$ cat src/design/neuronPool_macros.svh
`ifndef NEURON_POOL_MACROS_SVH
`define NEURON_POOL_MACROS_SVH

// pool size and field widths
`define NEURON_COUNT  16
`define INDEX_W       4
`define FIX_W         18
`define STEP_W        16

// euler step and izhikevich a, b as shifts
`define DT_SHIFT      4
`define A_SHIFT       3
`define B_SHIFT       2

// q2.16 constants
`define V_RESET       18'sh3599A
`define U_BUMP        18'sh0147A
`define V_PEAK        18'sh04CCC
`define V_REST        18'sh34CCD
`define REST_BIAS     18'sh16666
`define SYN_WEIGHT    18'sh01000
`define SYN_TAU_SHIFT 2
`define SIZE_STEP     18'sh00100

// output side
`define QUEUE_DEPTH   8
`define CREDIT_INIT   4

`endif

$ cat src/design/neuronPoolPkg.sv
`include "neuronPool_macros.svh"

package neuronPoolPkg;

    ////////////////////////////////////////////////////////////////////
    // value types
    ////////////////////////////////////////////////////////////////////

    // q2.16 signed, range -2 .. +2
    typedef logic signed [`FIX_W-1:0] fixT;

    // cell address within one array
    typedef logic [`INDEX_W-1:0] cellIdxT;

    // simulation step number, wraps
    typedef logic [`STEP_W-1:0] stepT;

    // one motoneuron spike as it leaves the pool
    // step in the upper bits, cell index below
    typedef struct packed {
        stepT    step;
        cellIdxT index;
    } spikeEventT;

    ////////////////////////////////////////////////////////////////////
    // scan schedule
    ////////////////////////////////////////////////////////////////////

    // four ticks per cell
    typedef enum logic [1:0] {
        phRead    = 2'd0,
        phCompute = 2'd1,
        phWrite   = 2'd2,
        phSettle  = 2'd3
    } phaseT;

endpackage

$ cat src/design/neuronLinkIf.sv
// scan schedule shared by all compute units
interface neuronLinkIf;
    import neuronPoolPkg::*;

    // cell currently being processed
    cellIdxT cellIdx;
    // phase of that cell
    phaseT   phase;
    // one-cycle enable, units act only here
    logic    tick;
    // step the scan belongs to
    stepT    step;

    // sequencer side
    modport sched (
        output cellIdx, phase, tick, step
    );

    // neuron and synapse arrays
    modport unit (
        input cellIdx, phase, tick, step
    );

endinterface

$ cat src/design/izhNeuronArray.sv
`include "neuronPool_macros.svh"

module izhNeuronArray (
    input  logic                   rawclk,
    input  logic                   rstN,
    neuronLinkIf.unit              link,
    input  logic                   clearActive,
    input  neuronPoolPkg::cellIdxT clearIdx,
    input  neuronPoolPkg::fixT     current,
    output logic                   spike
);
    import neuronPoolPkg::*;

    // headroom for 4*vsq and the sum of terms
    localparam int WIDE_W = 24;

    // per-cell state
    fixT vMem [`NEURON_COUNT];
    fixT uMem [`NEURON_COUNT];

    // state of the cell being worked on
    fixT vCur;
    fixT uCur;
    // registered update
    fixT vNew;
    fixT uNew;
    logic spikeNew;

    logic signed [35:0]       prodVV;
    logic signed [WIDE_W-1:0] vsq;
    logic signed [WIDE_W-1:0] vWide;
    logic signed [WIDE_W-1:0] uWide;
    logic signed [WIDE_W-1:0] curWide;
    logic signed [WIDE_W-1:0] dv;
    logic signed [WIDE_W-1:0] du;
    logic signed [WIDE_W-1:0] vSum;
    logic signed [WIDE_W-1:0] uSum;
    logic signed [WIDE_W-1:0] uBumped;
    logic fire;

    logic readTick;
    logic computeTick;
    logic writeTick;

    assign readTick    = link.tick && (link.phase == phRead);
    assign computeTick = link.tick && (link.phase == phCompute);
    assign writeTick   = link.tick && (link.phase == phWrite);

    ////////////////////////////////////////////////////////////////////
    // izhikevich update
    ////////////////////////////////////////////////////////////////////

    // sign extend into the wide domain
    assign vWide   = vCur;
    assign uWide   = uCur;
    assign curWide = current;

    // v squared back in q2.16
    assign prodVV = vCur * vCur;
    assign vsq    = $signed(prodVV[35:16]);

    // 4 vsq + 5 v + 1.4 - u + I
    assign dv = (vsq <<< 2) + (vWide <<< 2) + vWide + `REST_BIAS - uWide + curWide;
    assign vSum = vWide + (dv >>> `DT_SHIFT);

    // a (b v - u), scaled by dt
    assign du   = (vWide >>> `B_SHIFT) - uWide;
    assign uSum = uWide + (du >>> (`A_SHIFT + `DT_SHIFT));

    // threshold on the untruncated value
    assign fire    = (vSum >= `V_PEAK);
    // recovery bump applied after the regular u step
    assign uBumped = uSum + `U_BUMP;

    ////////////////////////////////////////////////////////////////////
    // state memories and pipeline
    ////////////////////////////////////////////////////////////////////

    always_ff @(posedge rawclk) begin
        if (clearActive) begin
            // resting state
            vMem[clearIdx] <= `V_REST;
            uMem[clearIdx] <= fixT'(`V_REST >>> `B_SHIFT);
        end else if (writeTick) begin
            vMem[link.cellIdx] <= vNew;
            uMem[link.cellIdx] <= uNew;
        end
        if (readTick) begin
            vCur <= vMem[link.cellIdx];
            uCur <= uMem[link.cellIdx];
        end
        if (computeTick) begin
            vNew <= fire ? `V_RESET : vSum[`FIX_W-1:0];
            uNew <= fire ? uBumped[`FIX_W-1:0] : uSum[`FIX_W-1:0];
        end
    end

    // spike flag of the pending write
    always_ff @(posedge rawclk) begin
        if (!rstN) begin
            spikeNew <= 1'b0;
        end else if (computeTick) begin
            spikeNew <= fire;
        end
    end

    // strobe for exactly the write tick
    assign spike = writeTick && spikeNew;

endmodule

$ cat src/flat_wrapper.sv
// flat-port wrapper written by rule: the top's interface ports become plain ports
module izhNeuronArray_flat import neuronPoolPkg::*;
  (rawclk, rstN, clearActive, clearIdx, current, spike, link_cellIdx, link_phase, link_tick, link_step);
  neuronLinkIf link_i ();
  input  logic rawclk;
  input  logic rstN;
  input  logic clearActive;
  input  neuronPoolPkg::cellIdxT clearIdx;
  input  neuronPoolPkg::fixT current;
  output logic spike;
  input wire logic [$bits(link_i.cellIdx)-1:0] link_cellIdx;
  input wire logic [$bits(link_i.phase)-1:0] link_phase;
  input wire logic [$bits(link_i.tick)-1:0] link_tick;
  input wire logic [$bits(link_i.step)-1:0] link_step;
  assign link_i.cellIdx = link_cellIdx;
  assign link_i.phase = link_phase;
  assign link_i.tick = link_tick;
  assign link_i.step = link_step;
  izhNeuronArray u_core (.rawclk(rawclk), .rstN(rstN), .link(link_i), .clearActive(clearActive), .clearIdx(clearIdx), .current(current), .spike(spike));
endmodule
$ cat config.mk
export PLATFORM = sky130hd
export DESIGN_NAME = izhNeuronArray_flat
export DESIGN_NICKNAME = d
export VERILOG_FILES = /design/src/design/neuronPoolPkg.sv /design/src/design/neuronLinkIf.sv /design/src/design/izhNeuronArray.sv /design/src/flat_wrapper.sv
export VERILOG_INCLUDE_DIRS = /design/src /design/src/design
export SDC_FILE = /design/constraint.sdc
export NUM_CORES = 1
export LEC_CHECK = 0
export BUFFER_PORTS_ARGS = -buffer_cell sky130_fd_sc_hd__buf_2
export CAP_MARGIN = 20
export CORE_MARGIN = 1
export CORE_UTILIZATION = 60
export CTS_CLUSTER_DIAMETER = 60
export DETAILED_ROUTE_END_ITERATION = 7
export PLACE_DENSITY = 0.76
export SYNTH_ARGS = -nofsm -noshare
export SYNTH_HDL_FRONTEND = slang
export SYNTH_SLANG_ARGS = --single-unit
$ cat constraint.sdc
create_clock -name rawclk -period 16.6 [get_ports rawclk]
set_input_delay 3.32 -clock rawclk [delete_from_list [all_inputs] [get_ports rawclk]]
set_output_delay 3.32 -clock rawclk [all_outputs]
set_load 0.05 [all_outputs]
Word-level counts from Yosys, hierarchy flattened
Memories as Yosys holds them, arrays and structs flattened. A register that Yosys moved wholly into a read port is not among the register bits.
Cells that the tools add are included.

word-level totals
  bits in registers = 37
  memory bits (writable) = 576
  bits of input ports = 48
  output and inout bits = 1
  logic and storage cells = 37
  memories kept = 2

memories
  memory       words  width  rd ports  clocked after Yosys merged registers in  wr ports  line                  source
  u_core.uMem  16     18     1         1                                        1         izhNeuronArray.sv:19  fixT uMem [`NEURON_COUNT];
  u_core.vMem  16     18     1         1                                        1         izhNeuronArray.sv:18  fixT vMem [`NEURON_COUNT];

cells by class
  add/subtract/negate cells = 9
  multiply operators = 1
  magnitude comparators = 1
  equality and inequality tests = 2
  mux-type cells = 12
  reduce and logical (&&, ||, !) cells = 7

operator list
  operator                count
  $mux 18                 3
  $mul 18x18->36          1
  $reduce_or 18->1        2
  $add 23x18->24          1
  $add 24x18->24          1
  $add 24x18->24 const B  1
  $ge 24x16->1 const B    1
  $sub 24x18->24          1
  $add 22x20->23          1
  $add 18x20->21          1
  $sub 16x18->19          1
  $add 18x12->18          1
  $add 18x14->18 const B  1
  $mux 4                  2
  $mux 1                  7
  $logic_and 1x1->1       4
  $eq 2x1->1 const B      1
  $eq 2x2->1 const B      1
  $logic_not 2->1         1

Depth between registers and ports, before layout
  word-level depth = 9
  gate-level depth with buffers = 52
  gate-level depth less buffers = 50

Worst setup path after synthesis
OpenSTA, ideal clock, no wires.

  path type = reg-to-reg
  start point = reg u_core.vCur[12] (read register of u_core.vMem)
  end point = reg u_core.uNew[2], data pin
  library setup time = 262 ps
  data arrival time = 11659 ps
  required time = 16338 ps
  setup slack = 4679 ps
  cell stages (with the launch flop) = 49
  buffers on the path = 2
  period minus slack after synthesis = 11921 ps
  cell sequence = edfxtp_1 -> clkbuf_1 -> clkbuf_1 -> nand2_1 -> inv_1 -> fa_1 -> inv_1 -> fa_1 -> fa_1 -> inv_1 -> fa_1 -> fa_1 -> inv_1 -> fa_1 -> inv_1 -> ha_1 -> a2111oi_0 -> nand2b_1 -> [... 13 more ...] -> a21o_1 -> a21oi_1 -> nor2b_1 -> a311o_1 -> a211oi_1 -> o21bai_1 -> xor2_1 -> ha_1 -> and3_1 -> nand3_1 -> o21a_1 -> nand4_1 -> a41o_1 -> a31o_2 -> xnor2_1 -> nor4_4 -> nand2b_2 -> mux2_1

on the way
  word-level cells in the longest chain between the ends = 9

RTL lines
  what                               line                  source
  start, declared                    izhNeuronArray.sv:22  fixT vCur;
  $mul 18x18->36                     izhNeuronArray.sv:59  assign prodVV = vCur * vCur;
  $add 22x20->23                     izhNeuronArray.sv:63  assign dv = (vsq <<< 2) + (vWide <<< 2) + vWide + `REST_BIAS - uWide + curWide;
  $add 23x18->24                     izhNeuronArray.sv:63
  $add 24x18->24 (no source line)    -
  $sub 24x18->24                     izhNeuronArray.sv:63
  $add 24x18->24                     izhNeuronArray.sv:63
  $add 18x20->21 (*)                 izhNeuronArray.sv:64  assign vSum = vWide + (dv >>> `DT_SHIFT);
  $ge 24x16->1 (no source line) (*)  -
  $mux 18 (*)                        izhNeuronArray.sv:94  uNew <= fire ? uBumped[`FIX_W-1:0] : uSum[`FIX_W-1:0];
  end signal, assigned               izhNeuronArray.sv:94
  end, declared                      izhNeuronArray.sv:26  fixT uNew;

Every way passes the cells marked *; elsewhere a longest branch is shown, timed or not.
A chain may end at the register's enable or synchronous reset.

Worst setup path after layout
  start point = reg u_core.vCur[9] (read register of u_core.vMem)
  end point = reg u_core.uNew[2], data pin

on the way
  word-level cells in the longest chain between the ends = 9
  elaborated cells on any way between the ends = 12
  classes of those cells = add/sub (9); mul (1); order compare (1); mux (1)

RTL lines
  what                             line
  $mul 18x18->36                   izhNeuronArray.sv:59
  $add 22x20->23                   izhNeuronArray.sv:63
  $add 23x18->24                   izhNeuronArray.sv:63
  $add 24x18->24 (no source line)  -
  $sub 24x18->24                   izhNeuronArray.sv:63
  $add 24x18->24                   izhNeuronArray.sv:63
  $add 18x20->21                   izhNeuronArray.sv:64
  $ge 24x16->1 (no source line)    -
  $mux 18 (*)                      izhNeuronArray.sv:94

Marked as above.

==> results_dict.tcl <==
set metrics [dict create \
    fp.dieH_um 260 \
    synth_top_flop_cell "edfxtp_1" \
    syn-num-nets 3395 \
    start_util 0.608 \
    setup_viol 0 \
    cts_buffer_depth 3 \
    detail-route-antenna-nets 0 \
    layout.nets 3453 \
    crit_type "reg -> reg" \
    tritoncts.num_buffers 55 \
    tns_ns 0 \
    worst_ep_required_time_ns 16.94 \
    io_buffers 32 \
    area_delta_synth_final_pct 8.25 \
    cts_tree "built" \
    crit_family "adder cells" \
    clock-root-buffer "clkbuf_16" \
    synth-seq-area-share 0.486 \
    period_needed_ns 14.02 \
    fillers 4466 \
    netlist_area_um2 40100 \
    grt_pass1_vias 25100 \
    critPathCaptureType "register" \
    crit_top_cell "fa_1" \
    rsz0062_at_grt "no" \
    hp-class "reg -> reg" \
    die_area_um2 67800 \
    fin_util 0.658 \
    synth-edff-count 648 \
    avgSynthCellArea_um2 14.4 \
    syn_inst 2790 \
    drc 0 \
    path_buf_inv 6 \
    io_pins 49 \
    vias 23000 \
    coreArea_um2 65900 \
    dr.first_iter.drc_count 2041 \
    outcome "finished clean" \
    grt_max_degree 80 \
    whs_ns 0.477 \
    final_common_cell "edfxtp_1" \
    ys_ff_latch 649 \
    period_share 0.845 \
    ctsHoldBuffers 0 \
    routedWlPerCell_um 24.8 \
    max_freq_mhz 71.3 \
    grt_overflow_total 0 \
    final_cells 3757 \
    vias_per_cell 6.13 \
    hpwl_mm 59.1 \
    wirelength_mm 93.0 \
    drv_slew 0 \
    cts_num_sinks 649 \
    final_cell_mix "edfxtp_1 (648), inv_1 (549), fa_1 (358)" \
    drive_above_1_share 0.127 \
    slowest_stage "nor4_4" \
    grt_antenna_before_repair 2 \
    finalHoldViolCount 0 \
    cpPeakStageDelay_ns 0.84 \
    floorplan.rows 94 \
    cp_max_fo 17 \
    globalplace.congestion 0.882 \
    async_flop_share 0 \
    drv_cap 0 \
    clock_skew_ns 0.0140 \
    htree_levels 2 \
    grt_pass1_wl_mm 143 \
    timing.slew.headroom 0.270 \
    die_w_um 260 \
    worst_slew_pin_slew_ns 1.09 \
    path_clk_slew_ns 0.07 \
    ys_types 72 \
    cp_data_arrival_time_ns 14.36 \
    start_kind "register" \
    dp_cells 3655 \
    drt-pass1-iter-count 8 \
    cts_resized 0 \
    yosysWarnings 0 \
    cts.repair_timing.setup_buffer_count 0 \
    clk_latency_ns 0.59 \
    grt_usage 0.286 \
]
[cells in the mapped netlist, types with 3 or more instances]
cell / count / share of area
o211ai_1: 3 / 0.00056
nor2_1: 143 / 0.013
or3_1: 25 / 0.0039
a211oi_1: 12 / 0.0022
nor2b_1: 16 / 0.0025
xnor2_1: 69 / 0.015
a31oi_1: 11 / 0.0017
nor3_1: 24 / 0.0030
a21o_1: 23 / 0.0043
inv_1: 550 / 0.052
xor2_1: 26 / 0.0057
nand2_1: 140 / 0.013
mux4_2: 180 / 0.10
nor3b_1: 8 / 0.0015
o21a_1: 15 / 0.0028
o21ai_0: 39 / 0.0049
a31o_2: 3 / 0.00066
nor4_1: 4 / 0.00062
o21bai_1: 5 / 0.00094
mux2i_1: 4 / 0.0010
a21boi_0: 3 / 0.00056
nand3_1: 18 / 0.0022
ha_1: 199 / 0.062
edfxtp_1: 648 / 0.49
a41oi_1: 3 / 0.00066
nand4_1: 6 / 0.00094
clkbuf_1: 61 / 0.0057
fa_1: 358 / 0.18
a2111oi_0: 3 / 0.00066
buf_1: 12 / 0.0011
and2_1: 55 / 0.0086
a21oi_1: 44 / 0.0055
nand2b_1: 12 / 0.0019
and3_1: 14 / 0.0022
and4b_1: 3 / 0.00075
o31ai_1: 7 / 0.0013
[path summary, 6_finish.rpt]
check | slack (ns) | end | start | cells past startpoint
max | 2.58 | u_core.uNew[2] | u_core.vCur[9] | 46
max reg2reg | 2.58 | u_core.uNew[2] | u_core.vCur[9] | 46
min reg2reg | 0.48 | u_core.spikeNew | u_core.spikeNew | 2
min | 0.48 | u_core.spikeNew | u_core.spikeNew | 2
[metrics by stage]
stage                     worst slack (ns)  cell area [um^2]
final                                 2.58             43400
after floorplan                       4.68             40100
after detailed placement              2.66             41500
after CTS                             2.60             43400
after global placement                2.96             41500
after global routing                  1.72             43400
[worst min-delay path, delay by kind of cell (launching register included)]
| kind | cells | cell delay [ns] |
|---|---|---|
| AO/OA/AOI/OAI | 1 | 0.07 |
| flip-flops | 1 | 0.31 |
| AND/OR/NAND/NOR | 1 | 0.05 |
[registers in the layout, indices dropped and copies added, names as in the netlist]
signal,flops
u_core.vCur,18
u_core.vNew,18
u_core.uCur,18
u_core.spikeNew,1
u_core.uNew,18
u_core.vMem,288
u_core.uMem,288
[final cells by class]
type | count | area (um^2) | share of cell area
diodes | 1 | 2.50 | 0.0000577
clock buffers | 62 | 1450 | 0.0333
well taps | 864 | 1080 | 0.0249
inverters | 552 | 2070 | 0.0478
flip-flops and latches | 649 | 19500 | 0.449
clock inverters | 39 | 428 | 0.00987
multi-input cells | 1514 | 18300 | 0.423
repair buffers | 76 | 507 | 0.0117
[logic make-up after synthesis]
logic type	after synthesis	share of synthesized area
adders and majority gates	557	0.241
and+or+nand+nor	479	0.0571
AOI/OAI and AO/OA	197	0.0328
xor gates and xnor gates	95	0.0208
DFF	649	0.486
muxes	186	0.103
buffers and inverters	627	0.0590
[per-layer routing]
layer | track usage | part of all wire | up-vias
li1 | - | - | 9777
met1 | 0.369 | 0.36 | 11900
met2 | 0.500 | 0.52 | 1141
met3 | 0.0426 | 0.082 | 261
met4 | 0.0980 | 0.035 | 6
met5 | 0 | 0.00048 | -
Power is left out: the tool's default activity adds up to more than one toggle a clock period on the data nets, which glitch-free logic cannot reach.
