===== src/design/neuronPool_macros.svh =====
`ifndef NEURON_POOL_MACROS_SVH
`define NEURON_POOL_MACROS_SVH

// pool size and field widths
`define NEURON_COUNT  16
`define INDEX_W       4
`define FIX_W         18
`define STEP_W        16

// euler step and izhikevich a, b as shifts
`define DT_SHIFT      4
`define A_SHIFT       3
`define B_SHIFT       2

// q2.16 constants
`define V_RESET       18'sh3599A
`define U_BUMP        18'sh0147A
`define V_PEAK        18'sh04CCC
`define V_REST        18'sh34CCD
`define REST_BIAS     18'sh16666
`define SYN_WEIGHT    18'sh01000
`define SYN_TAU_SHIFT 2
`define SIZE_STEP     18'sh00100

// output side
`define QUEUE_DEPTH   8
`define CREDIT_INIT   4

`endif


===== src/design/neuronPoolPkg.sv =====
`include "neuronPool_macros.svh"

package neuronPoolPkg;

    ////////////////////////////////////////////////////////////////////
    // value types
    ////////////////////////////////////////////////////////////////////

    // q2.16 signed, range -2 .. +2
    typedef logic signed [`FIX_W-1:0] fixT;

    // cell address within one array
    typedef logic [`INDEX_W-1:0] cellIdxT;

    // simulation step number, wraps
    typedef logic [`STEP_W-1:0] stepT;

    // one motoneuron spike as it leaves the pool
    // step in the upper bits, cell index below
    typedef struct packed {
        stepT    step;
        cellIdxT index;
    } spikeEventT;

    ////////////////////////////////////////////////////////////////////
    // scan schedule
    ////////////////////////////////////////////////////////////////////

    // four ticks per cell
    typedef enum logic [1:0] {
        phRead    = 2'd0,
        phCompute = 2'd1,
        phWrite   = 2'd2,
        phSettle  = 2'd3
    } phaseT;

endpackage


===== src/design/neuronLinkIf.sv =====
// scan schedule shared by all compute units
interface neuronLinkIf;
    import neuronPoolPkg::*;

    // cell currently being processed
    cellIdxT cellIdx;
    // phase of that cell
    phaseT   phase;
    // one-cycle enable, units act only here
    logic    tick;
    // step the scan belongs to
    stepT    step;

    // sequencer side
    modport sched (
        output cellIdx, phase, tick, step
    );

    // neuron and synapse arrays
    modport unit (
        input cellIdx, phase, tick, step
    );

endinterface


===== src/design/neuronSequencer.sv =====
`include "neuronPool_macros.svh"

module neuronSequencer (
    input  logic                   rawclk,
    input  logic                   rstN,
    input  logic [15:0]            halfCnt,
    input  logic                   runEn,
    input  logic                   stall,
    neuronLinkIf.sched             link,
    output logic                   clearActive,
    output neuronPoolPkg::cellIdxT clearIdx
);
    import neuronPoolPkg::*;

    logic [15:0] tickCnt;
    cellIdxT     idxReg;
    phaseT       phaseReg;
    stepT        stepReg;
    logic        hold;
    logic        tickNow;
    logic        lastCell;

    ////////////////////////////////////////////////////////////////////
    // tick generation
    ////////////////////////////////////////////////////////////////////

    // no ticks while clearing, disabled, or queue has no room
    // stall only looked at before a cell starts
    assign hold     = !runEn || clearActive || (phaseReg == phRead && stall);
    assign tickNow  = !hold && (tickCnt == halfCnt);
    assign lastCell = (idxReg == cellIdxT'(`NEURON_COUNT - 1));

    // one tick every halfCnt+1 cycles
    always_ff @(posedge rawclk) begin
        if (!rstN || hold || tickNow) begin
            tickCnt <= '0;
        end else begin
            tickCnt <= tickCnt + 16'd1;
        end
    end

    ////////////////////////////////////////////////////////////////////
    // clear scan, one memory entry per cycle after reset
    ////////////////////////////////////////////////////////////////////

    always_ff @(posedge rawclk) begin
        if (!rstN) begin
            clearActive <= 1'b1;
            clearIdx    <= '0;
        end else if (clearActive) begin
            clearIdx <= clearIdx + cellIdxT'(1);
            if (clearIdx == cellIdxT'(`NEURON_COUNT - 1)) begin
                clearActive <= 1'b0;
            end
        end
    end

    ////////////////////////////////////////////////////////////////////
    // phase, cell and step walk
    ////////////////////////////////////////////////////////////////////

    always_ff @(posedge rawclk) begin
        if (!rstN) begin
            phaseReg <= phRead;
            idxReg   <= '0;
            stepReg  <= '0;
        end else if (tickNow) begin
            phaseReg <= phaseT'(phaseReg + 2'd1);
            if (phaseReg == phSettle) begin
                // next cell, wrap ends the step
                if (lastCell) begin
                    idxReg  <= '0;
                    stepReg <= stepReg + stepT'(1);
                end else begin
                    idxReg <= idxReg + cellIdxT'(1);
                end
            end
        end
    end

    assign link.tick    = tickNow;
    assign link.phase   = phaseReg;
    assign link.cellIdx = idxReg;
    assign link.step    = stepReg;

endmodule


===== src/flat_wrapper.sv =====
// flat-port wrapper written by rule: the top's interface ports become plain ports
module neuronSequencer_flat import neuronPoolPkg::*;
  (rawclk, rstN, halfCnt, runEn, stall, clearActive, clearIdx, link_cellIdx, link_phase, link_tick, link_step);
  neuronLinkIf link_i ();
  input  logic rawclk;
  input  logic rstN;
  input  logic [15:0] halfCnt;
  input  logic runEn;
  input  logic stall;
  output logic clearActive;
  output neuronPoolPkg::cellIdxT clearIdx;
  output wire logic [$bits(link_i.cellIdx)-1:0] link_cellIdx;
  output wire logic [$bits(link_i.phase)-1:0] link_phase;
  output wire logic [$bits(link_i.tick)-1:0] link_tick;
  output wire logic [$bits(link_i.step)-1:0] link_step;
  assign link_cellIdx = link_i.cellIdx;
  assign link_phase = link_i.phase;
  assign link_tick = link_i.tick;
  assign link_step = link_i.step;
  neuronSequencer u_core (.rawclk(rawclk), .rstN(rstN), .halfCnt(halfCnt), .runEn(runEn), .stall(stall), .link(link_i), .clearActive(clearActive), .clearIdx(clearIdx));
endmodule

===== config.mk =====
export PLATFORM = sky130hd
export DESIGN_NAME = neuronSequencer_flat
export DESIGN_NICKNAME = d
export VERILOG_FILES = /design/src/design/neuronPoolPkg.sv /design/src/design/neuronLinkIf.sv /design/src/design/neuronSequencer.sv /design/src/flat_wrapper.sv
export VERILOG_INCLUDE_DIRS = /design/src /design/src/design
export SDC_FILE = /design/constraint.sdc
export NUM_CORES = 1
export LEC_CHECK = 0
export ABC_CLOCK_PERIOD_IN_PS = 2100
export BUFFER_PORTS_ARGS = -buffer_cell sky130_fd_sc_hd__buf_4
export CELL_PAD_IN_SITES_DETAIL_PLACEMENT = 0
export CELL_PAD_IN_SITES_GLOBAL_PLACEMENT = 1
export CORE_ASPECT_RATIO = 1.1
export CORE_MARGIN = 5
export CORE_UTILIZATION = 36
export CTS_BUF_LIST = sky130_fd_sc_hd__clkbuf_16
export DETAILED_ROUTE_END_ITERATION = 6
export PLACE_DENSITY = 0.86
export SETUP_SLACK_MARGIN = 0.4
export SLEW_MARGIN = 20
export SYNTH_ARGS = -nofsm -noshare
export SYNTH_HDL_FRONTEND = slang
export SYNTH_SLANG_ARGS = --single-unit

===== constraint.sdc =====
create_clock -name rawclk -period 2.1 [get_ports rawclk]
set_input_delay 0.105 -clock rawclk [delete_from_list [all_inputs] [get_ports rawclk]]
set_output_delay 0.105 -clock rawclk [all_outputs]
set_load 0.005 [all_outputs]

* Yosys cells after proc, flatten, opt, wreduce, memory -nomap -nowiden
Cells that the tools add are included. Widths: inputs -> output; s select.
Cells by class: add/subtract/negate cells 5, equality and inequality tests 4, multiplexer cells 3, reduce and logical (&&, ||, !) cells 12
Operators by type and width (number):
- $add 16x1->16 const B | 2
- $eq 16x16->1 | 1
- $add 4x1->4 const B | 2
- $eq 4x4->1 const B | 2
- $logic_or 1x1->1 | 4
- $mux 4 | 1
- $logic_not 1->1 | 3
- $reduce_and 3->1 | 1
- $add 2x1->2 const B | 1
- $eq 2x2->1 const B | 1
- $logic_and 1x1->1 | 2
- $logic_not 2->1 | 1
- $mux 1 | 2
- $reduce_and 2->1 | 1
Storage, ports and cells: register bits after elaboration 43, input port bits 20, output and inout port bits 28, logic and storage cells 30

* Logic depth before layout (Yosys ltp)
Gate-level depths: netlist of the first run.
word-level depth 6, gate-level depth with buffers 10, mapped depth without buffers 7

* Worst setup path after synthesis of the first run
Ideal clock, no wire load.
kind flip-flop to flip-flop, from register u_core.phaseReg[0] (netlist: u_core.link.phase[0]), to register u_core.stepReg[6] (netlist: u_core.link.step[6]), setup time 71 ps, data arrival time 2006 ps, data required time 2029 ps, setup slack 23 ps, stages on the path, launching flop included 10, path buffers 2, period minus slack after synthesis 2077 ps, cells stage by stage dfxtp_1 -> inv_1 -> ha_1 -> nand2_1 -> nand3b_1 -> or4_1 -> buf_2 -> buf_6 -> or4_1 -> a21oi_1
Between the ends: longest elaborated chain between the ends 6, elaborated cells between the ends (all ways) 7, those cells by class eq/ne: 1; reduce/logical: 6
RTL lines:
- start: declaration | line neuronSequencer.sv:17 | phaseT phaseReg;
- start signal: assignment | line neuronSequencer.sv:64 | phaseReg <= phRead;
- start signal: assignment | line neuronSequencer.sv:68 | phaseReg <= phaseT'(phaseReg + 2'd1);
- $logic_not 2->1 | line neuronSequencer.sv:29 | assign hold = !runEn || clearActive || (phaseReg == phRead && stall);
- $logic_and 1x1->1 | line neuronSequencer.sv:29
- $logic_or 1x1->1 | line neuronSequencer.sv:29
- $logic_not 1->1 | line neuronSequencer.sv:30 | assign tickNow = !hold && (tickCnt == halfCnt);
- $logic_and 1x1->1 | line neuronSequencer.sv:30
- $reduce_and 3->1 (no source line) *
- end signal: assignment | line neuronSequencer.sv:73 | stepReg <= stepReg + stepT'(1);
- end: declaration | line neuronSequencer.sv:18 | stepT stepReg;
Mark *: on every way between the ends. The rest lies on a longest branch, timed or not. A chain may end at the register's enable or synchronous reset.

* Worst setup path after layout of the first run
from register u_core.tickCnt[8], to register u_core.stepReg[2] (netlist: u_core.link.step[2])
Between the ends: longest elaborated chain between the ends 3
RTL lines:
- start: declaration | line neuronSequencer.sv:15 | logic [15:0] tickCnt;
- start signal: assignment | line neuronSequencer.sv:38 | tickCnt <= tickCnt + 16'd1;
- $eq 16x16->1 | line neuronSequencer.sv:30
- $logic_and 1x1->1 | line neuronSequencer.sv:30
- $reduce_and 3->1 (no source line)
No other way between the ends.

==> reports/metrics.yaml, run 1 <==
finish:
  area_growth_pct: 49.2
  num_antenna_cells: 0
  drive_gt1_frac: 0.376
  layout_commonest_cell: "buf_4"
  nets: 368
  finalNonFillerCells: 423
  mostFrequentLayoutCells: "buf_4, dfxtp_1, nor2_1, nand2_1"
floorplan:
  fp-row-count: 30
  die_y_um: 92.7
  die_w_um: 85.1
  io-pin-count: 48
  start_util: 0.365
  die_area_mm2: 0.00789
  core_area_mm2: 0.00612
worst_setup_path:
  critical_path_class: "flop to flop"
  arrival_ns: 2.29
  cp-start-kind: "flop"
  critPathRequiredTime_ns: 2.30
  crit_path_end_kind: "flop"
  path_max_fanout: 33
  r2r_setup_slack_ns: 0.01
power:
  power.density_mw_per_mm2: 579
  p_total_uw: 1930
  leakagePower_uw: 0.00133
  vdd_drop_max_uv: 481
clock_tree:
  clk_pin_slew_ns: 0.06
  clk_path_buf_depth: 2
  cts-root-buf: "clkbuf_16"
  clock_sink_count: 43
  htree_levels: 2
  cts_inserted_buffers: 5
  clkLatencyLatePin_ns: 0.28
  cts_tree: "yes"
run:
  maxCapViolations: 0
synthesis:
  synth_top_family_by_area: "simple AND/OR/NAND/NOR gates"
  ys_seq_area_frac: 0.385
  synthSimpleGateAreaFrac: 0.276
  synthMuxAreaShare: 0.0224
  synth_compound_area_frac: 0.115
  syn_avg_cell_area_um2: 8.41
  synth_top_area_frac: 0.385
  syn_inst: 266
  syn-num-nets: 292
  syn_area_mm2: 0.00224
  yosys_warnings: 0
  synth_cell_types: 33
  synth_top_cell_by_area: "dfxtp_1"
  synthAdderAreaFrac: 0.0336
  synth_xor_area_frac: 0.129
  yosys-top-cells-area: "dfxtp_1, xnor2_1, xor2_1"
  ys_seq_elements: 43
timing:
  hold_ws_ns: 0.108
  fin_skew_ns: 0.00391
  hold_violations: 0
  max_freq_ghz: 0.479
  slew_headroom: 0.605
  fin_ws_ns: 0.0118
  post-route-period-util: 0.994
  worstMarginPinSlew_ns: 0.590
  rsz0062_at_grt: "yes"
  timing.final.crit_period_ns: 2.09
  drv_slew: 0
  finalSetupViolations: 0
detailed_routing:
  vias: 2223
  drt_iter0_markers: 152
  detail-route-antenna-nets: 0
  drtPass1Iterations: 4
  top_layer_used: "met4"
  via_per_inst: 5.26
  wl_met3_um: 382
  wl_um: 6090
  drc: 0
  drt-met1-wl_um: 2550
  wl_met2_um: 3120
  wire_per_inst_um: 14.4
global_route:
  track_usage: 0.159
  overflow: 0
  first_global_vias: 2163
  antenna_found_initial: 0
  grt_max_degree: 34
  grt_first_pass_wirelength_um: 10200
place:
  placed_cells: 405
  numPortBuffers: 47
  pre_cts_ws_ns: 0.00137
  gp_congestion: 0.792
  dp_hpwl_um: 4200
outcome:
  outcome: "complete, no violations"
min_path:
  hold_path_class: "input pin to flop"
==> area by class of cell <==
class	count	area, um^2
Inverter	8	30.0
Clock buffer	5	125
Multi-Input combinational cell	203	1480
Clock inverter	3	63.8
Timing Repair Buffer	81	659
Fill cell	564	2780
Tap cell	80	100
Sequential cell	43	876
==> stage by stage <==
| stage | utilization | area, um^2 | TNS, ns |
|---|---|---|---|
| 2_1_floorplan | - | 2360 | 0 |
| 3_3_place_gp | 0.476 | 2920 | 0 |
| 3_5_place_dp | 0.476 | 2920 | 0 |
| 4_1_cts | 0.538 | 3290 | 0 |
| 5_1_grt | 0.545 | 3340 | -0.162 |
| 6_report | 0.545 | 3340 | 0 |
==> metal layers <==
metal / up-vias / GRT usage
met5: - / 0
li1: 1099 / -
met3: 5 / 0.0480
met1: 1067 / 0.191
met4: 0 / 0.0343
met2: 52 / 0.279
==> Yosys cell counts <==
master,instances
nand2_1,26
ha_1,6
nor2_1,28
nand4_1,8
o21a_1,1
o211ai_2,1
or2_2,1
and2_1,2
nand3b_1,2
clkbuf_1,8
o211ai_1,2
nor3_1,3
nand3_1,15
or3_1,3
o21ai_0,3
xor2_1,13
o31ai_1,14
a21oi_1,17
and4_1,1
inv_1,7
and3_1,6
or4_1,15
mux2i_1,5
o221ai_1,1
nor4_2,1
nand2b_1,3
o31a_1,1
xnor2_1,20
nor4_1,5
dfxtp_1,43
buf_2,3
buf_6,1
clkinv_1,1
==> registers in the layout, summed over array words and instances, names as in the netlist <==
register	count
u_core.tickCnt	16
u_core.link.step	16
u_core.link.cellIdx	4
u_core.link.phase	2
u_core.clearIdx	4
u_core.clearActive	1
==> timing repair <==
item                       in CTS  in global routing
hold buffers                    0                  0
setup endpoints to repair      39                 39
gates cloned                    0                  0
resized for setup              24                  9
buffers inserted                9                  1
pin swaps                       9                 10
==> path summary, 6_finish.rpt <==
kind,cells past startpoint,to,startpoint
max,6,u_core.link.step[2],u_core.tickCnt[8]
min,2,u_core.clearActive,rstN
max reg2reg,6,u_core.link.step[2],u_core.tickCnt[8]
min reg2reg,2,u_core.link.step[12],u_core.link.step[12]
==> worst max-delay path, stage by stage, from the launching register on <==
cell	delay, ns
dfxtp_2	0.34
xnor2_2	0.19
nand3_1	0.11
or4_4	0.56
buf_12	0.18
or4_1	0.49
a21oi_2	0.13
==> logic make-up (layout without fill, tap and decap cells) <==
family | after synthesis | in the layout
simple gates | 119 | 119
fa+ha+maj | 6 | 6
compound gates | 40 | 40
mux | 5 | 5
xor+xnor | 33 | 33
flops | 43 | 43
buf+inv | 20 | 97
==> report_power, final <==
| part | switching, uW | leakage, uW | internal (uW) | total, uW |
|---|---|---|---|---|
| Clock | 322 | 0.0000952 | 677 | 999 |
| Combinational | 49.2 | 0.000878 | 55.8 | 105 |
| Sequential | 5.61 | 0.000352 | 820 | 826 |
| Total | 377 | 0.00133 | 1550 | 1930 |
Note: power is estimated with default switching activity, not from simulation.
==> inputs of run 2 (changes only) <==
- CORE_UTILIZATION: 36 -> 30
- PLACE_DENSITY: 0.86 -> 0.76
==> run 2 against run 1 <==
Against the previous run: setup slack better by 0.053 ns; cell count up 2.8%; die area up 18%; routed wire length up 3.1%; critical endpoint is now u_core.link.step[6]; clock-buffer cell count unchanged; flip-flop and latch count unchanged; combinational power down 4%; sequential share of layout area down 1.4 points.
==> reports/metrics.yaml, run 2 (synthesized netlist as in run 1, its figures left out) <==
outcome:
  outcome: "complete, no violations"
detailed_routing:
  drc: 0
  drt_iter0_markers: 90
  wire_per_inst_um: 14.4
  detail-route-antenna-nets: 0
  vias: 2232
  drtPass1Iterations: 4
  via_per_inst: 5.13
  wl_um: 6280
timing:
  slew_headroom: 0.587
  hold_violations: 0
  fin_ws_ns: 0.0647
  timing.final.crit_period_ns: 2.04
  finalSetupViolations: 0
  rsz0062_at_grt: "yes"
  max_freq_ghz: 0.491
  post-route-period-util: 0.969
  fin_skew_ns: 0.00541
  drv_slew: 0
  tns_ns: 0
  hold_ws_ns: 0.109
  worstMarginPinSlew_ns: 0.616
power:
  internal_power_uw: 1310
  seq_power_share: 0.491
  p_sw_frac: 0.221
  combPwrFrac: 0.060
  leakagePower_uw: 0.00133
  vdd_drop_max_uv: 370
  power.density_mw_per_mm2: 474
  clockPowerShare: 0.449
  p_sw_uw: 371
global_route:
  antenna_found_initial: 0
  grt_first_pass_wirelength_um: 9590
  grt_max_degree: 34
  first_global_vias: 2042
  track_usage: 0.129
  overflow: 0
worst_setup_path:
  cpLargestDelayFamily: "simple AND/OR/NAND/NOR gates"
  critPathMaxStageDelay_ns: 0.56
  critical_path_depth: 6
  reg2reg_to: "u_core.link.step[6]"
  crit_chain: "xnor2_2 > nand3_1 > or4_4 > buf_12 > or4_1 > a21oi_1"
  critical_path_class: "flop to flop"
  cp-start-kind: "flop"
  r2r-start: "u_core.tickCnt[0]"
  arrival_ns: 2.23
  cp_num_buf_inv: 1
  crit_path_end_kind: "flop"
  crit_start: "u_core.tickCnt[0]"
  endpoint: "u_core.link.step[6]"
  r2r_setup_slack_ns: 0.06
  path_max_fanout: 17
  crit_slowest_cell: "or4_4"
  critPathRequiredTime_ns: 2.30
  rr_worst_depth: 6
clock_tree:
  cts_inserted_buffers: 5
  cts-root-buf: "clkbuf_16"
  clock_sink_count: 43
  htree_levels: 2
  clkLatencyLatePin_ns: 0.28
  cts_tree: "yes"
  clk_pin_slew_ns: 0.06
  clk_path_buf_depth: 2
floorplan:
  die_area_mm2: 0.00928
  fp-row-count: 33
  start_util: 0.304
  die_y_um: 101
  io-pin-count: 48
  die_w_um: 92.3
  core_area_mm2: 0.00735
min_path:
  min_path_cells: 2
  hold_path_class: "input pin to flop"
place:
  pre_cts_ws_ns: -0.00161
  numPortBuffers: 47
  dpl_cell_area_mm2: 0.00291
  gp_congestion: 0.779
  dp_hpwl_um: 4260
finish:
  mostFrequentLayoutCells: "buf_4, dfxtp_1, nand2_1, nor2_4, nand3_1"
  layout_commonest_cell: "buf_4"
  final_area_mm2: 0.00354
  num_antenna_cells: 0
  drive_gt1_frac: 0.454
  fill_cells: 712
  area_growth_pct: 58.2
  nets: 373
run:
  maxCapViolations: 0
## run 2: cell types whose count changed in the layout (fill, tap and decap cells not counted), moves of 3 or more
cell	previous run	this run
dfxtp_2	12	9
o31ai_1	14	10
clkinv_2	0	3
buf_6	3	8
o31ai_2	0	4
nor2_1	26	11
nor2_4	1	16
## run 2: metrics by stage
stage | utilization | total power (uW) | instances
6_report | 0.481 | 1680 | 435
4_1_cts | 0.436 | 1700 | 427
3_5_place_dp | 0.396 | 935 | 412
2_1_floorplan | - | 882 | 266
3_3_place_gp | 0.396 | 934 | 412
5_1_grt | 0.481 | 1740 | 435
## run 2: power groups by stage
| stage | clock network, uW | registers (uW) | logic, uW |
|---|---|---|---|
| after CTS | 774 | 826 | 95.3 |
| after global placement | 0 | 845 | 89.5 |
| final | 753 | 824 | 101 |
| after detailed placement | 0 | 845 | 90.0 |
| after floorplan | 0 | 844 | 37.4 |
| after global routing | 807 | 824 | 112 |
## run 2: per-layer routing
metal,GRT usage,part of all wire
met5,0,0
met4,0.0423,0.013
met3,0.0314,0.049
met2,0.214,0.49
met1,0.163,0.44
## run 2: worst min path at each step
stage / start / endpoint / slack, ns
2_1_floorplan: rstN / u_core.link.phase[1] / 0.24
3_3_place_gp: rstN / u_core.clearActive / 0.39
3_5_place_dp: rstN / u_core.clearActive / 0.40
4_1_cts: rstN / u_core.clearActive / 0.11
5_1_grt: rstN / u_core.clearActive / 0.12
6_report: rstN / u_core.clearActive / 0.11
## run 2: cell type report
type	count	area, um^2	area share
Clock buffer	5	125	0.0354
Tap cell	87	109	0.0308
Sequential cell	43	880	0.249
Multi-Input combinational cell	203	1630	0.460
Timing Repair Buffer	86	748	0.212
Inverter	8	32.5	0.00920
Clock inverter	3	15.0	0.00424
## run 2: timing repair
action                     CTS  global route
hold buffers                 0             0
hold endpoints to repair     0             0
gates resized for setup     17            64
cloned                       1             2
pin swaps                    5            11
setup endpoints to repair   39            39
buffers inserted             6             6
==> inputs of run 3 (changes only) <==
- ABC_AREA: not set -> 1
- BUFFER_PORTS_ARGS: -buffer_cell sky130_fd_sc_hd__buf_4 -> not set
- DONT_BUFFER_PORTS: not set -> 1
- PLACE_DENSITY: 0.76 -> 0.71
==> run 3 against run 2 <==
Against the previous run: the run now ends with negative hold slack left; cell count up 29%; cell area shrank 8.8%; hold slack worse by 0.17 ns; die area rose by 17%; global-route usage is 0.85 points lower.
==> reports/metrics.yaml, run 3 <==
finish:
  nets: 473
  fill_cells: 993
  num_antenna_cells: 0
  regArea_um2: 880
  final_area_mm2: 0.00323
  layout_commonest_cell: "nand2_1"
  area_growth_pct: 20.8
  finalNonFillerCells: 562
  multi_input_area_mm2: 0.00160
  mostFrequentLayoutCells: "nand2_1, nor2_1, inv_1, dfxtp_1, nand3_1"
  drive_gt1_frac: 0.165
power:
  vdd_drop_max_uv: 282
  power.density_mw_per_mm2: 514
  leakagePower_uw: 0.00135
floorplan:
  start_util: 0.304
  fp-row-count: 36
  core_area_mm2: 0.00878
  die_w_um: 100
  die_y_um: 109
  io-pin-count: 48
  die_area_mm2: 0.0109
timing:
  fin_skew_ns: 0.0107
  worstMarginPinSlew_ns: 0.504
  drv_slew: 0
  finalSetupViolations: 0
  fin_ws_ns: 0.410
  rsz0062_at_grt: "yes"
  timing.final.crit_period_ns: 1.69
  max_freq_ghz: 0.592
  post-route-period-util: 0.805
  tns_ns: 0
  hold_ws_ns: -0.0560
  slew_headroom: 0.664
  hold_violations: 10
place:
  pre_cts_ws_ns: 0.215
  gp_congestion: 0.786
  dp_hpwl_um: 4960
  numPortBuffers: 0
  placed_cells: 542
  dpl_cell_area_mm2: 0.00279
detailed_routing:
  vias: 2582
  wl_um: 6850
  via_per_inst: 4.59
  wire_per_inst_um: 12.2
  detail-route-antenna-nets: 0
  drc: 0
  drt_iter0_markers: 84
  drtPass1Iterations: 4
worst_setup_path:
  critical_path_class: "flop to flop"
  critPathRequiredTime_ns: 2.32
  cp-start-kind: "flop"
  arrival_ns: 1.91
  path_max_fanout: 8
  crit_path_end_kind: "flop"
synthesis:
  syn_inst: 434
  ys_seq_elements: 43
  synth-async-reset-ratio: 0
  synth.most_common_cell: "nand2_1"
  ys_seq_area_frac: 0.322
  syn-num-nets: 460
  synth_cell_types: 30
  syn_area_mm2: 0.00267
  synth_top_area_frac: 0.322
  yosys_most_used_dff: "dfxtp_1"
  syn_avg_cell_area_um2: 6.15
  synth_commonest_cells: "nand2_1, nor2_1, inv_1, dfxtp_1, nand3_1"
  yosys-top-cells-area: "dfxtp_1, nand2_1, nor2_1"
  yosys_warnings: 0
  synth_top_cell_by_area: "dfxtp_1"
  synth_edf_count: 0
clock_tree:
  cts-root-buf: "clkbuf_16"
  clock_sink_count: 43
  clk_path_buf_depth: 2
  hold_buffers: 3
  cts_tree: "yes"
  htree_levels: 2
  clk_pin_slew_ns: 0.07
  clkLatencyLatePin_ns: 0.29
  cts_inserted_buffers: 5
global_route:
  track_usage: 0.120
  grt_first_pass_wirelength_um: 10600
  antenna_found_initial: 0
  first_global_vias: 2239
  grt_max_degree: 31
  overflow: 0
outcome:
  violations: "negative hold slack"
  outcome: "complete, but fails checks"
min_path:
  hold_path_class: "input pin to flop"
run:
  maxCapViolations: 0
[run 3: what timing repair did]
| item | CTS | global route |
|---|---|---|
| gates resized for setup | 7 | 42 |
| gates cloned | 0 | 2 |
| setup endpoints to repair | 39 | 38 |
| pin swaps | 2 | 10 |
| endpoints found under the hold margin | 13 | 10 |
| buffers inserted | 3 | 4 |
[run 3: report_power, final]
part	internal (uW)	switching, uW
clock network	435	335
logic	24.5	41.1
registers	816	6.97
total	1280	383
[run 3: cells by family after synthesis]
group,count (synthesis),share of synthesized area
buf+inv,86,0.133
fa+ha+maj,6,0.0281
xor+xnor,8,0.0262
simple gates,278,0.465
flops,43,0.322
compound gates,13,0.0253
[run 3: critical path, stage by stage, from the launching register on]
cell and delay [ns]:
dfxtp_4 0.39, inv_4 0.05, ha_4 0.16, nand2_4 0.05, nand3_4 0.08, nor2_4 0.09, nand3_2 0.10, nor2_4 0.21
buf_12 0.17, nand3_4 0.09, nand2_2 0.09, nand2_2 0.04, nor2_1 0.09
[run 3: area by class of cell]
type                    count  share of cell area
inverters                  77              0.0904
well taps                 114              0.0442
flip-flops and latches     43               0.273
multi-input cells         305               0.496
repair buffers             15              0.0531
clock buffers               5              0.0388
clock inverters             3             0.00504
[run 3: path summary, 6_finish.rpt]
path / end / cells past startpoint / startpoint / slack (ns)
setup reg to reg: u_core.link.cellIdx[0] / 12 / u_core.link.phase[0] / 0.41
setup / recovery: u_core.link.cellIdx[0] / 12 / u_core.link.phase[0] / 0.41
hold / removal: u_core.link.cellIdx[0] / 2 / rstN / -0.06
hold reg to reg: u_core.tickCnt[0] / 1 / u_core.tickCnt[0] / 0.45
[run 3: routing by layer]
layer / GRT usage / up-vias / part of all wire
met4: 0.0293 / 0 / 0.0080
met1: 0.139 / 1157 / 0.44
met2: 0.206 / 46 / 0.48
met3: 0.0493 / 6 / 0.074
li1: - / 1373 / -
met5: 0 / - / 0
[run 3: through the flow]
| step | total power [uW] | util |
|---|---|---|
| after floorplan | 893 | - |
| after global routing | 1720 | 0.367 |
| after CTS | 1690 | 0.342 |
| after detailed placement | 904 | 0.317 |
| final | 1660 | 0.367 |
| after global placement | 903 | 0.317 |
